**src/hdl/mazePkg.sv**
```systemverilog
package mazePkg;

    // Grid size
    localparam int MazeRows = 10;
    localparam int MazeColumns = 20;

    // Wide enough to also hold the parked value of a debris slot
    typedef logic [4:0] rowT;
    typedef logic [4:0] columnT;

    // Cell codes as stored in the maze rows
    localparam logic [3:0] CellFree = 4'h6;
    localparam logic [3:0] CellWall = 4'h5;

    // Row and column of a debris slot that is off the maze
    localparam int ParkedPosition = 20;

    localparam int DebrisKinds = 3;

    // One nibble per cell with column 0 in the top nibble
    localparam logic [0:MazeRows-1][79:0] MazeLayout = '{
        80'h55555555555555555555,
        80'h56665666666666665555,
        80'h56565656555555565555,
        80'h56565656666666666665,
        80'h56565656555555565555,
        80'h56566656555555565555,
        80'h56565556555555565555,
        80'h56565556555555565555,
        80'h56565556555555565555,
        80'h56666666666666665555
    };

    // Anything off the grid reads as wall
    function automatic logic [3:0] cellAt(input rowT row, input columnT column);
        int lowBit;
        if (int'(row) >= MazeRows || int'(column) >= MazeColumns) begin
            return CellWall;
        end
        lowBit = 4 * (MazeColumns - 1 - int'(column));
        return MazeLayout[row][lowBit +: 4];
    endfunction

endpackage

```
**src/hdl/robotPkg.sv**
```systemverilog
package robotPkg;

    // Robot heading
    typedef enum logic [1:0] {
        North = 2'd0,
        South = 2'd1,
        East  = 2'd2,
        West  = 2'd3
    } headingT;

    // Bit positions in the gamepad word
    localparam int ButtonUp = 0;
    localparam int ButtonDown = 1;
    localparam int ButtonLeft = 2;
    localparam int ButtonRight = 3;
    localparam int ButtonA = 4;
    localparam int ButtonB = 5;
    localparam int ButtonX = 7;
    localparam int ButtonY = 8;
    localparam int ButtonZ = 9;

    // Remaining hits on the debris in front of the robot
    typedef logic [3:0] lifeT;

endpackage

```
**src/hdl/frameTiming.sv**
```systemverilog
`timescale 1ns/1ps

module frameTiming #(
    parameter int ReadFrames = 5,
    parameter int RobotFrames = 9
) (
    input  logic Clock50,
    input  logic reset,
    input  logic vSync,
    output logic readTick,
    output logic senseTick,
    output logic moveTick
);

    localparam int ReadWidth = $clog2(ReadFrames + 1);
    localparam int RobotWidth = $clog2(RobotFrames + 1);

    logic syncFirst;
    logic syncSecond;
    logic frameTick;
    logic pendingMove;
    // Frames seen so far modulo the period
    logic [ReadWidth-1:0] readCount;
    logic [RobotWidth-1:0] robotCount;
    logic readDue;
    logic senseDue;

    always_ff @(posedge Clock50) begin
        syncFirst <= vSync;
        syncSecond <= syncFirst;
    end

    assign frameTick = syncFirst & ~syncSecond;

    // Next frame number n gives n mod ReadFrames == 1 and n mod RobotFrames == 0
    assign readDue = (readCount == '0);
    assign senseDue = (robotCount == RobotWidth'(RobotFrames - 1));

    always_ff @(posedge Clock50) begin
        if (reset) begin
            readCount <= '0;
            robotCount <= '0;
            pendingMove <= 1'b0;
            readTick <= 1'b0;
            senseTick <= 1'b0;
            moveTick <= 1'b0;
        end else if (frameTick) begin
            readTick <= readDue;
            senseTick <= senseDue;
            moveTick <= pendingMove;
            pendingMove <= senseDue;
            readCount <= (readCount == ReadWidth'(ReadFrames - 1)) ? '0 : readCount + 1'b1;
            robotCount <= senseDue ? '0 : robotCount + 1'b1;
        end else begin
            readTick <= 1'b0;
            senseTick <= 1'b0;
            moveTick <= 1'b0;
        end
    end

endmodule

```
**src/hdl/commandReader.sv**
```systemverilog
`timescale 1ns/1ps

module commandReader
    import mazePkg::*;
    import robotPkg::*;
(
    input  logic Clock50,
    input  logic reset,
    input  logic readTick,
    input  logic [11:0] gamepad,
    output rowT cursorRow,
    output columnT cursorColumn,
    output logic placeRobot,
    output logic placeMarker,
    output logic [2:0] placeDebris
);

    logic [11:0] heldButtons;
    logic commandValid;

    // Gamepad word held for the command cycle
    always_ff @(posedge Clock50) begin
        if (readTick) begin
            heldButtons <= gamepad;
        end
    end

    always_ff @(posedge Clock50) begin
        if (reset) begin
            commandValid <= 1'b0;
        end else begin
            commandValid <= readTick;
        end
    end

    // Requests go out while the cursor still shows the old cell
    assign placeRobot = commandValid & heldButtons[ButtonA];
    assign placeMarker = commandValid & heldButtons[ButtonB];
    assign placeDebris = {3{commandValid}} &
        {heldButtons[ButtonZ], heldButtons[ButtonY], heldButtons[ButtonX]};

    always_ff @(posedge Clock50) begin
        if (reset) begin
            cursorRow <= rowT'(3);
            cursorColumn <= columnT'(10);
        end else if (commandValid) begin
            if (heldButtons[ButtonUp]) begin
                cursorRow <= (cursorRow == '0) ? rowT'(MazeRows - 1) : cursorRow - 1'b1;
            end else if (heldButtons[ButtonDown]) begin
                cursorRow <= (cursorRow == rowT'(MazeRows - 1)) ? '0 : cursorRow + 1'b1;
            end

            if (heldButtons[ButtonLeft]) begin
                cursorColumn <= (cursorColumn == '0) ?
                    columnT'(MazeColumns - 1) : cursorColumn - 1'b1;
            end else if (heldButtons[ButtonRight]) begin
                cursorColumn <= (cursorColumn == columnT'(MazeColumns - 1)) ?
                    '0 : cursorColumn + 1'b1;
            end
        end
    end

endmodule

```
**src/hdl/worldState.sv**
```systemverilog
`timescale 1ns/1ps

module worldState
    import mazePkg::*;
(
    input  logic Clock50,
    input  logic reset,
    input  rowT cursorRow,
    input  columnT cursorColumn,
    input  logic placeMarker,
    input  logic [2:0] placeDebris,
    input  logic [2:0] clearDebris,
    output rowT markerRow,
    output columnT markerColumn,
    output rowT debrisRows [DebrisKinds],
    output columnT debrisColumns [DebrisKinds]
);

    logic cursorFree;
    logic [DebrisKinds-1:0] slotParked;

    assign cursorFree = (cellAt(cursorRow, cursorColumn) == CellFree);

    always_comb begin
        for (int k = 0; k < DebrisKinds; k++) begin
            slotParked[k] = (debrisRows[k] == rowT'(ParkedPosition)) &&
                (debrisColumns[k] == columnT'(ParkedPosition));
        end
    end

    // Marker only lands on open floor
    always_ff @(posedge Clock50) begin
        if (reset) begin
            markerRow <= rowT'(3);
            markerColumn <= columnT'(18);
        end else if (placeMarker && cursorFree) begin
            markerRow <= cursorRow;
            markerColumn <= cursorColumn;
        end
    end

    always_ff @(posedge Clock50) begin
        if (reset) begin
            for (int k = 0; k < DebrisKinds; k++) begin
                debrisRows[k] <= rowT'(ParkedPosition);
                debrisColumns[k] <= columnT'(ParkedPosition);
            end
        end else begin
            for (int k = 0; k < DebrisKinds; k++) begin
                if (clearDebris[k]) begin
                    debrisRows[k] <= rowT'(ParkedPosition);
                    debrisColumns[k] <= columnT'(ParkedPosition);
                end else if (placeDebris[k] && slotParked[k] && cursorFree) begin
                    // One piece of each kind on the maze at a time
                    debrisRows[k] <= cursorRow;
                    debrisColumns[k] <= cursorColumn;
                end
            end
        end
    end

endmodule

```
**src/hdl/robotCore.sv**
```systemverilog
`timescale 1ns/1ps

module robotCore
    import mazePkg::*;
    import robotPkg::*;
#(
    parameter int LightLife = 3,
    parameter int MediumLife = 6,
    parameter int HeavyLife = 9
) (
    input  logic Clock50,
    input  logic reset,
    input  logic senseTick,
    input  logic moveTick,
    input  logic placeRobot,
    input  rowT cursorRow,
    input  columnT cursorColumn,
    input  rowT markerRow,
    input  columnT markerColumn,
    input  rowT debrisRows [DebrisKinds],
    input  columnT debrisColumns [DebrisKinds],
    input  logic avancar,
    input  logic girar,
    input  logic remover,
    output logic head,
    output logic left,
    output logic under,
    output logic barrier,
    output logic robotActive,
    output rowT robotRow,
    output columnT robotColumn,
    output headingT robotHeading,
    output logic [2:0] clearDebris
);

    localparam lifeT KindLife [DebrisKinds] = '{
        lifeT'(LightLife),
        lifeT'(MediumLife),
        lifeT'(HeavyLife)
    };

    rowT aheadRow;
    columnT aheadColumn;
    rowT sideRow;
    columnT sideColumn;
    logic aheadValid;
    logic sideValid;
    logic headWall;
    logic sideWall;
    logic onMarker;
    logic placeAllowed;
    logic [DebrisKinds-1:0] debrisAhead;
    logic [DebrisKinds-1:0] pickAhead;
    lifeT lifeAhead;
    lifeT lifeCount;

    // Cell in front and cell to the left of the current heading
    always_comb begin
        aheadRow = robotRow;
        aheadColumn = robotColumn;
        sideRow = robotRow;
        sideColumn = robotColumn;
        aheadValid = 1'b1;
        sideValid = 1'b1;
        case (robotHeading)
            North: begin
                aheadValid = (robotRow != '0);
                aheadRow = robotRow - 1'b1;
                sideValid = (robotColumn != '0);
                sideColumn = robotColumn - 1'b1;
            end
            South: begin
                aheadValid = (robotRow != rowT'(MazeRows - 1));
                aheadRow = robotRow + 1'b1;
                sideValid = (robotColumn != columnT'(MazeColumns - 1));
                sideColumn = robotColumn + 1'b1;
            end
            East: begin
                aheadValid = (robotColumn != columnT'(MazeColumns - 1));
                aheadColumn = robotColumn + 1'b1;
                sideValid = (robotRow != '0);
                sideRow = robotRow - 1'b1;
            end
            default: begin
                aheadValid = (robotColumn != '0);
                aheadColumn = robotColumn - 1'b1;
                sideValid = (robotRow != rowT'(MazeRows - 1));
                sideRow = robotRow + 1'b1;
            end
        endcase
    end

    // Maze edge counts as wall
    assign headWall = !aheadValid || (cellAt(aheadRow, aheadColumn) == CellWall);
    assign sideWall = !sideValid || (cellAt(sideRow, sideColumn) == CellWall);
    assign onMarker = (robotRow == markerRow) && (robotColumn == markerColumn);
    assign placeAllowed = (cellAt(cursorRow, cursorColumn) == CellFree) ||
        ((cursorRow == markerRow) && (cursorColumn == markerColumn));

    always_comb begin
        pickAhead = '0;
        lifeAhead = '0;
        for (int k = 0; k < DebrisKinds; k++) begin
            debrisAhead[k] = aheadValid && (debrisRows[k] == aheadRow) &&
                (debrisColumns[k] == aheadColumn);
        end
        // Lightest kind wins if slots overlap
        for (int k = DebrisKinds - 1; k >= 0; k--) begin
            if (debrisAhead[k]) begin
                pickAhead = '0;
                pickAhead[k] = 1'b1;
                lifeAhead = KindLife[k];
            end
        end
    end

    always_ff @(posedge Clock50) begin
        if (reset) begin
            head <= 1'b0;
            left <= 1'b0;
            under <= 1'b0;
            barrier <= 1'b0;
            robotActive <= 1'b0;
            lifeCount <= '0;
            clearDebris <= '0;
        end else begin
            clearDebris <= '0;
            if (senseTick) begin
                head <= headWall;
                left <= sideWall;
                under <= onMarker;
                barrier <= |debrisAhead;
                robotActive <= 1'b1;
                if (|debrisAhead && lifeCount == '0) begin
                    lifeCount <= lifeAhead;
                end
            end
            if (moveTick) begin
                robotActive <= 1'b0;
                if (remover && lifeCount != '0) begin
                    lifeCount <= lifeCount - 1'b1;
                    // Last hit removes it
                    if (lifeCount == lifeT'(1)) begin
                        clearDebris <= pickAhead;
                    end
                end
            end
        end
    end

    always_ff @(posedge Clock50) begin
        if (reset) begin
            robotRow <= rowT'(3);
            robotColumn <= columnT'(18);
            robotHeading <= East;
        end else if (placeRobot && placeAllowed) begin
            robotRow <= cursorRow;
            robotColumn <= cursorColumn;
        end else if (moveTick) begin
            if (avancar) begin
                if (aheadValid) begin
                    robotRow <= aheadRow;
                    robotColumn <= aheadColumn;
                end
            end else if (girar) begin
                case (robotHeading)
                    North: robotHeading <= West;
                    West: robotHeading <= South;
                    South: robotHeading <= East;
                    default: robotHeading <= North;
                endcase
            end
        end
    end

endmodule

```
**src/hdl/robotMazeTop.sv**
```systemverilog
`timescale 1ns/1ps

module robotMazeTop
    import mazePkg::*;
    import robotPkg::*;
#(
    parameter int ReadFrames = 5,
    parameter int RobotFrames = 9,
    parameter int LightLife = 3,
    parameter int MediumLife = 6,
    parameter int HeavyLife = 9
) (
    input  logic Clock50,
    input  logic reset,
    input  logic vSync,
    input  logic [11:0] gamepad,
    input  logic avancar,
    input  logic girar,
    input  logic remover,
    output logic head,
    output logic left,
    output logic under,
    output logic barrier,
    output logic robotActive,
    output rowT robotRow,
    output columnT robotColumn,
    output headingT robotHeading,
    output rowT cursorRow,
    output columnT cursorColumn,
    output rowT markerRow,
    output columnT markerColumn,
    output rowT debrisRows [DebrisKinds],
    output columnT debrisColumns [DebrisKinds]
);

    logic readTick;
    logic senseTick;
    logic moveTick;
    logic placeRobot;
    logic placeMarker;
    logic [2:0] placeDebris;
    logic [2:0] clearDebris;

    frameTiming #(
        .ReadFrames(ReadFrames),
        .RobotFrames(RobotFrames)
    ) frameTiming0 (
        .Clock50(Clock50),
        .reset(reset),
        .vSync(vSync),
        .readTick(readTick),
        .senseTick(senseTick),
        .moveTick(moveTick)
    );

    commandReader commandReader0 (
        .Clock50(Clock50),
        .reset(reset),
        .readTick(readTick),
        .gamepad(gamepad),
        .cursorRow(cursorRow),
        .cursorColumn(cursorColumn),
        .placeRobot(placeRobot),
        .placeMarker(placeMarker),
        .placeDebris(placeDebris)
    );

    // Scene between the reader and the robot
    worldState worldState0 (
        .Clock50(Clock50),
        .reset(reset),
        .cursorRow(cursorRow),
        .cursorColumn(cursorColumn),
        .placeMarker(placeMarker),
        .placeDebris(placeDebris),
        .clearDebris(clearDebris),
        .markerRow(markerRow),
        .markerColumn(markerColumn),
        .debrisRows(debrisRows),
        .debrisColumns(debrisColumns)
    );

    robotCore #(
        .LightLife(LightLife),
        .MediumLife(MediumLife),
        .HeavyLife(HeavyLife)
    ) robotCore0 (
        .Clock50(Clock50),
        .reset(reset),
        .senseTick(senseTick),
        .moveTick(moveTick),
        .placeRobot(placeRobot),
        .cursorRow(cursorRow),
        .cursorColumn(cursorColumn),
        .markerRow(markerRow),
        .markerColumn(markerColumn),
        .debrisRows(debrisRows),
        .debrisColumns(debrisColumns),
        .avancar(avancar),
        .girar(girar),
        .remover(remover),
        .head(head),
        .left(left),
        .under(under),
        .barrier(barrier),
        .robotActive(robotActive),
        .robotRow(robotRow),
        .robotColumn(robotColumn),
        .robotHeading(robotHeading),
        .clearDebris(clearDebris)
    );

endmodule

```
**config.mk**
```make
export PLATFORM = sky130hd
export DESIGN_NAME = robotMazeTop
export DESIGN_NICKNAME = d
export VERILOG_FILES = /design/src/hdl/mazePkg.sv /design/src/hdl/robotPkg.sv /design/src/hdl/frameTiming.sv /design/src/hdl/commandReader.sv /design/src/hdl/worldState.sv /design/src/hdl/robotCore.sv /design/src/hdl/robotMazeTop.sv
export SDC_FILE = /design/constraint.sdc
export NUM_CORES = 1
export LEC_CHECK = 0
export BUFFER_PORTS_ARGS = -buffer_cell sky130_fd_sc_hd__buf_2
export CAP_MARGIN = 5
export CELL_PAD_IN_SITES_DETAIL_PLACEMENT = 0
export CELL_PAD_IN_SITES_GLOBAL_PLACEMENT = 1
export CORE_MARGIN = 4
export CORE_UTILIZATION = 45
export CTS_CLUSTER_SIZE = 40
export DETAILED_ROUTE_END_ITERATION = 16
export HOLD_SLACK_MARGIN = 0.1
export PLACE_DENSITY_LB_ADDON = 0.1
export SETUP_SLACK_MARGIN = 0.5
export SKIP_CTS_REPAIR_TIMING = 1
export SYNTH_ARGS = -nofsm -noshare
export SYNTH_HDL_FRONTEND = slang
export SYNTH_SLANG_ARGS = --single-unit
```
**constraint.sdc**
```tcl
create_clock -name Clock50 -period 4.2 [get_ports Clock50]
set_input_delay 1.05 -clock Clock50 [delete_from_list [all_inputs] [get_ports Clock50]]
set_output_delay 1.05 -clock Clock50 [all_outputs]
set_load 0.03 [all_outputs]
```
Word level (Yosys, flattened, before mapping)
Memories as Yosys holds them, arrays and structs flattened.
Cells that the tools add are included.
{"block": "totals", "rom_bits": 3840, "ff_bits": 98, "memories": 3, "inputBits": 18}
{"block": "op_classes", "mux": 50, "n_bitwise": 14, "order_cmp": 9, "shifts": 3, "add_sub_neg": 14, "reduce_logical": 56, "n_eq_ne": 29}
{"memory": "(no name shown)", "words": 16, "word_bits": 80, "rd": 1, "rd_clocked_by_memory_dff": 0, "write_ports": 0, "line_no": "mazePkg.sv:41", "rtl": "return MazeLayout[row][lowBit +: 4];"}
{"memory": "(no name shown)", "words": 16, "word_bits": 80, "rd": 1, "rd_clocked_by_memory_dff": 0, "write_ports": 0, "line_no": "mazePkg.sv:41"}
{"memory": "(no name shown)", "words": 16, "word_bits": 80, "rd": 1, "rd_clocked_by_memory_dff": 0, "write_ports": 0, "line_no": "mazePkg.sv:41"}
{"op": "80-bit two-way mux", "n": 6}
{"op": "80-bit by 32-bit variable part select with 4-bit output", "n": 3}
{"op": "5-bit two-way mux", "n": 16}
{"op": "4-bit two-way mux", "n": 14}
{"op": "5-bit equality test", "n": 10}
{"op": "5-bit case mux with 2 select lines", "n": 4}
{"op": "5-bit equality test, second input constant", "n": 7}
{"op": "1-bit logical AND", "n": 21}
{"op": "5-bit by 1-bit adder with 5-bit output, second input constant", "n": 4}
{"op": "5-bit by 1-bit subtractor with 5-bit output, second input constant", "n": 4}
{"op": "6-bit by 5-bit >= comparator with 1-bit output, second input constant", "n": 3}
{"op": "5-bit inverter with 6-bit output", "n": 3}
{"op": "5-bit by 5-bit subtractor with 6-bit output, first input constant", "n": 3}
{"op": "5-bit by 4-bit >= comparator with 1-bit output, second input constant", "n": 3}
{"op": "5-bit >= comparator, second input constant", "n": 3}
{"op": "4-bit by 3-bit equality test with 1-bit output, second input constant", "n": 3}
{"op": "2-bit OR reduction", "n": 6}
{"op": "5-bit logical NOT", "n": 2}
{"op": "2-bit nonzero test", "n": 5}
{"op": "5-bit nonzero test", "n": 2}
{"op": "1-bit inverter", "n": 7}
{"op": "1-bit logical OR", "n": 6}
{"op": "3-bit two-way mux", "n": 2}
{"op": "1-bit case mux with 3 select lines", "n": 2}
{"op": "other kinds (28)", "n": 36}

Depth between registers and ports, before layout
{"block": "depth", "depth_word": 12, "mapped_depth": 14, "ltp_nobuf": 12}

Modules after synthesis
A second synthesis with hierarchy kept.
{"block": "unflattened", "cells_unflattened": 922, "hier_area_um2": 7516.0}
{"module": "robotCore", "instances": 1, "cells_each": 515, "seq_area_each_um2": 480.5, "area_per_inst_um2": 3772.4}
{"module": "worldState", "instances": 1, "cells_each": 230, "seq_area_each_um2": 800.8, "area_per_inst_um2": 2095.8}
{"module": "commandReader", "instances": 1, "cells_each": 117, "seq_area_each_um2": 490.5, "area_per_inst_um2": 1112.3}
{"module": "frameTiming", "instances": 1, "cells_each": 60, "seq_area_each_um2": 260.2, "area_per_inst_um2": 535.5}

Worst setup path before layout
OpenSTA, ideal clock, no wires.
{"block": "synth_path", "kind": "flip-flop to flip-flop", "startpoint": "register commandReader0.cursorColumn[2]", "endpoint": "register robotCore0.robotHeading[1]", "t_arrival_ns": 3.324, "setup_slack_ns": 0.754, "stages_incl_launch_ff": 13, "path_buffers": 1, "setup_time_ns": 0.122, "cell_sequence": "dfxtp_1 -> inv_1 -> ha_1 -> ha_1 -> nor4b_2 -> a31o_1 -> a221oi_1 -> a221o_1 -> o31ai_4 -> a21bo_1 -> buf_6 -> nand2_4 -> a221o_1"}
{"block": "synth_via", "elab_chain_cells": 9, "word_cells_on_any_way": 13, "classes_between": "1 x add/sub; 1 x order compare; 2 x eq/ne; 1 x shift; 2 x mux; 1 x bitwise; 5 x reduce/logical"}
{"item": "start, declared", "line_no": "commandReader.sv:12", "rtl": "output columnT cursorColumn,"}
{"item": "start signal, assigned", "line_no": "commandReader.sv:45", "rtl": "cursorColumn <= columnT'(10);"}
{"item": "start signal, assigned", "line_no": "commandReader.sv:54", "rtl": "cursorColumn <= (cursorColumn == '0) ?"}
{"item": "start signal, assigned", "line_no": "commandReader.sv:57", "rtl": "cursorColumn <= (cursorColumn == columnT'(MazeColumns - 1)) ?"}
{"item": "parallel branches: the longest is 5 deep, another holds 5-bit by 5-bit subtractor with 6-bit output"}
{"item": "1-bit logical OR *", "line_no": "robotCore.sv:97", "rtl": "assign placeAllowed = (cellAt(cursorRow, cursorColumn) == CellFree) ||"}
{"item": "1-bit logical AND *", "line_no": "robotCore.sv:156", "rtl": "end else if (placeRobot && placeAllowed) begin"}
{"item": "1-bit inverter (no line) *"}
{"item": "4-bit AND reduction (no line) *"}
{"item": "end signal, assigned", "line_no": "robotCore.sv:155", "rtl": "robotHeading <= East;"}
{"item": "end signal, assigned", "line_no": "robotCore.sv:167", "rtl": "North: robotHeading <= West;"}
{"item": "end signal, assigned", "line_no": "robotCore.sv:168", "rtl": "West: robotHeading <= South;"}
{"item": "end, declared", "line_no": "robotCore.sv:32", "rtl": "output headingT robotHeading,"}
Mark *: on every way between the ends.
A chain may end at the register's enable or synchronous reset.

Final worst setup path
{"block": "layout_path", "startpoint": "register commandReader0.cursorRow[0]", "endpoint": "register worldState0.debrisColumns[14] (netlist name)"}
{"block": "layout_via", "elab_chain_cells": 8, "word_cells_on_any_way": 11, "classes_between": "1 x order compare; 1 x eq/ne; 1 x shift; 4 x mux; 1 x bitwise; 2 x reduce/logical; 1 x memory"}
{"item": "start, declared", "line_no": "commandReader.sv:11", "rtl": "output rowT cursorRow,"}
{"item": "start signal, assigned", "line_no": "commandReader.sv:44", "rtl": "cursorRow <= rowT'(3);"}
{"item": "start signal, assigned", "line_no": "commandReader.sv:48", "rtl": "cursorRow <= (cursorRow == '0) ? rowT'(MazeRows - 1) : cursorRow - 1'b1;"}
{"item": "start signal, assigned", "line_no": "commandReader.sv:50", "rtl": "cursorRow <= (cursorRow == rowT'(MazeRows - 1)) ? '0 : cursorRow + 1'b1;"}
{"item": "5-bit inverter with 6-bit output (not written as such)", "line_no": "mazePkg.sv:41"}
{"item": "memory 16 x 80 bit"}
{"item": "80-bit two-way mux (not written as such) (2 in a row)", "line_no": "mazePkg.sv:41"}
{"item": "80-bit by 32-bit variable part select with 4-bit output", "line_no": "mazePkg.sv:41"}
{"item": "4-bit two-way mux *"}
{"item": "4-bit by 3-bit equality test with 1-bit output *", "line_no": "worldState.sv:22", "rtl": "assign cursorFree = (cellAt(cursorRow, cursorColumn) == CellFree);"}
{"item": "1-bit logical AND *", "line_no": "worldState.sv:53", "rtl": "end else if (placeDebris[k] && slotParked[k] && cursorFree) begin"}
{"item": "end signal, assigned by index", "line_no": "worldState.sv:46", "rtl": "debrisColumns[k] <= columnT'(ParkedPosition);"}
{"item": "end signal, assigned by index", "line_no": "worldState.sv:52", "rtl": "debrisColumns[k] <= columnT'(ParkedPosition);"}
{"item": "end signal, assigned by index", "line_no": "worldState.sv:56", "rtl": "debrisColumns[k] <= cursorColumn;"}
{"item": "end, declared", "line_no": "worldState.sv:16", "rtl": "output columnT debrisColumns [DebrisKinds]"}
Every way passes the cells marked *; elsewhere a longest branch is shown, timed or not. The select of a mux whose other input is x is not followed.

==> key figures <==
Layout
  – Final nets: 935
  – Antenna Cells: 0
  – Fraction of layout cells with a size suffix above 1: 17.6%
  – Layout overhead on the synthesized area: 11.2%
  – FILL cells: 1475

Logic synthesis
  – Top FF cell, synth: dfxtp_1
  – Post-Syn Instances: 830
  – Yosys warning count: 0
  – Cell area after synthesis: 6990 sq um
  – EDFF count, synth: 9
  – Avg Synthesized Cell Area: 8.42 sq um
  – Post-Synthesis Net Count: 880
  – Async SR Flop Fraction: 0%
  – Flops & latches, synth: 97
  – Sequential fraction of the synthesis area: 29.1%
  – Synth cell types: 99

Pwr
  – Lkg Pwr: 3.10 nW
  – PD cells: 258 nW/um^2
  – Max rail drop VDD: 180 uV

Route
  – Total routed wirelength: 22000 um
  – Via count: 6680
  – Pre-antenna DRT Iters: 5
  – DRT iter0 DRCs: 568
  – Number of antenna-violating nets in the routed design: 0
  – DR WL/cell: 20.4 um
  – DR vias/cell: 6.20
  – # DRC: 0

Global routing
  – GRT met2 Usage: 42.2%
  – Met3 Use GR: 3.46%
  – Vias in the first global route: 6293
  – GR peak layer: met2
  – Gr ovfl total: 0
  – Initial antenna violation count: 0
  – Met1 capacity usage during global routing: 31.5%
  – First-pass GRT wire length: 34700 um
  – Largest net degree at the start of global routing: 42
  – Global Route Usage Sum: 24.4%

Timing
  – Final period util: 81.1%
  – Worst hold slack: 0.370 ns
  – Fin. max-slew vios: 0
  – Final setup fails: 0
  – Fin. Hold Viols: 0
  – Min Clock Period, post-route: 3.41 ns
  – Max Clock Skew: 0.00988 ns
  – Max Freq: 293 MHz
  – RSZ-0062 raised after global routing: no
  – Relative slew slack: 39.9%
  – Final setup TNS: 0 ns
  – Worst-Margin Slew: 0.901 ns

Die
  – Die W: 133 um
  – CORE AREA: 15200 sq um
  – Initial Util: 46.0%
  – DIE AREA: 17600 sq um
  – Die height: 133 um
  – Site Rows: 45
  – I/O Pins: 85

Setup path
  – Top delay family on crit path: compound AO/OA/AOI/OAI gates
  – Critical path startpoint category: flip-flop
  – Worst path bufs/invs: 2
  – Max stage delay on crit path: 0.51 ns
  – Critical path class: reg2reg
  – Crit path max-delay cell type: dfxtp_1
  – WP data required: 4.41 ns
  – Critical Path AT: 3.62 ns
  – Crit path top cell by count: ha_1
  – Critical path fanouts, max: 9
  – CP Cell Sequence: inv_1 -> ha_1 -> ha_1 -> nor2b_1 -> o21ai_0 -> a221oi_1 -> a221o_1 -> o31ai_4 -> buf_4 -> nand4_2 -> nor3_4 -> a22oi_1
  – Critical path endpoint category: flip-flop

Outcome
  – Status: completed

Clock tree
  – Worst skew pair latency: 0.35 ns
  – Clk buf depth: 2
  – CTS buffer count: 9
  – Clock-pin slew on the worst setup and hold paths: 0.08 ns
  – H-tree Lvls: 3
  – Sink Count: 97
  – CTS tree: done
  – CTS root buffer: clkbuf_16

Flow run
  – Max-Cap Viols: 0

Placement
  – Final HPWL DP: 16200 um
  – Placer Congestion: 0.903
  – Count of input and output buffers: 81

Worst hold path
  – Worst hold path class: reg2reg
==> layer usage <==
layer  share of wire (%)  routed length [um]  vias to the layer above
met3                 5.5                1210                       34
met4                 2.3                 509                        0
met2                  49               10800                      230
met1                  43                9510                     3218
li1                    -                   -                     3198
met5                   0                   0                        -
==> stage by stage <==
| stage | worst slack [ns] | util, % | power, mW | instances | instance area [sq um] |
|---|---|---|---|---|---|
| 3_5_place_dp | 0.844 | 49.1 | 1.17 | 1062 | 7470 |
| 5_1_grt | 0.613 | 51.1 | 2.08 | 1078 | 7770 |
| 6_report | 0.792 | 51.1 | 2.00 | 1078 | 7770 |
| 2_1_floorplan | 0.754 | - | 1.12 | 830 | 6990 |
| 3_3_place_gp | 0.901 | 49.1 | 1.17 | 1062 | 7470 |
| 4_1_cts | 0.818 | 51.1 | 2.02 | 1078 | 7770 |
==> synthesized netlist by cell type (5+ instances only) <==
cell,number,area share [%]
buf_6,6,0.97
xor2_1,27,3.4
buf_2,19,1.4
inv_1,36,1.9
nor3_1,27,1.9
nor4_1,7,0.63
and2_1,8,0.72
nand2b_1,12,1.1
clkbuf_1,23,1.2
edfxtp_1,9,3.9
nor4b_1,5,0.63
nor3b_1,5,0.54
nand2_1,65,3.5
a31oi_1,5,0.45
o31ai_1,5,0.54
a211oi_1,10,1.1
a22o_1,20,2.5
o21ai_0,31,2.2
nor2_1,63,3.4
a22oi_1,6,0.64
nor2b_1,11,0.98
o22ai_1,7,0.63
o21a_1,5,0.54
a21oi_1,54,3.9
o221ai_1,6,0.75
a221oi_1,9,1.1
a311oi_1,7,0.88
mux2i_1,9,1.3
xnor2_1,32,4.0
nand3b_1,7,0.75
o211ai_1,14,1.5
nand3_1,27,1.9
nand4_1,11,0.98
and3_1,9,0.81
dfxtp_1,88,25
ha_1,32,5.7
==> state kept, by name, summed over array words and instances (netlist names), 2 cells and up <==
name                         cells
worldState0.debrisColumns       15
worldState0.debrisRows          15
commandReader0.heldButtons       9
commandReader0.cursorColumn      5
commandReader0.cursorRow         5
robotCore0.robotColumn           5
robotCore0.robotRow              5
worldState0.markerColumn         5
worldState0.markerRow            5
frameTiming0.robotCount          4
robotCore0.lifeCount             4
frameTiming0.readCount           3
robotCore0.clearDebris           3
robotCore0.robotHeading          2
==> cell type report <==
cell class                      instances  area [sq um]  share of cell area [%]
Timing Repair Buffer                   98           533                    6.86
Clock buffer                            9           225                    2.90
Multi-Input combinational cell        642          4530                    58.3
Sequential cell                        97          2030                    26.1
Tap cell                              188           235                    3.03
Clock inverter                          7          78.8                    1.01
Inverter                               37           139                    1.79
==> cell families (layout without fill, tap and decap cells) <==
kind of cell / count (synthesis) / after routing / synth area share, %
xor gates and xnor gates: 60 / 60 / 7.63
DFF: 97 / 97 / 29.1
AOI/OAI and AO/OA: 239 / 239 / 25.4
adders and majority gates: 32 / 32 / 5.73
and+or+nand+nor: 300 / 300 / 24.5
buffers and inverters: 91 / 151 / 6.09
muxes: 11 / 11 / 1.61
==> cell usage in the layout, fill, tap and decap left out, types with 7 or more instances in the layout <==
cell,Yosys,routed
nand3_1,27,27
a22o_1,20,20
a21oi_1,54,54
nand2b_1,12,12
clkbuf_16,0,9
buf_4,4,17
and2_1,8,8
xor2_1,27,27
xnor2_1,32,32
mux2i_1,9,9
nor3_1,27,27
buf_2,19,81
a221oi_1,9,9
nand4_1,11,11
a211oi_1,10,10
nor4_1,7,7
edfxtp_1,9,9
dfxtp_1,88,88
nor2b_1,11,11
and3_1,9,9
nand3b_1,7,7
nor2_1,63,63
ha_1,32,32
o21ai_0,31,31
a311oi_1,7,7
o22ai_1,7,7
o211ai_1,14,14
nand2_1,65,65
inv_1,36,36
==> path summary, 6_finish.rpt <==
| path | from | end | slack, ns | depth (start not counted) |
|---|---|---|---|---|
| max | commandReader0.cursorRow[0] | worldState0.debrisColumns[14] | 0.79 | 12 |
| min | frameTiming0.syncFirst | frameTiming0.syncSecond | 0.37 | 0 |
| max reg2reg | commandReader0.cursorRow[0] | worldState0.debrisColumns[14] | 0.79 | 12 |
| min reg2reg | frameTiming0.syncFirst | frameTiming0.syncSecond | 0.37 | 0 |
==> power breakdown <==
group | switching, mW | total [mW] | internal (mW) | leakage [nW]
logic | 0.112 | 0.178 | 0.0658 | 2.16
registers | 0.0274 | 0.976 | 0.948 | 0.795
clock network | 0.422 | 0.849 | 0.427 | 0.150
Power figures use the tool's default switching activity.
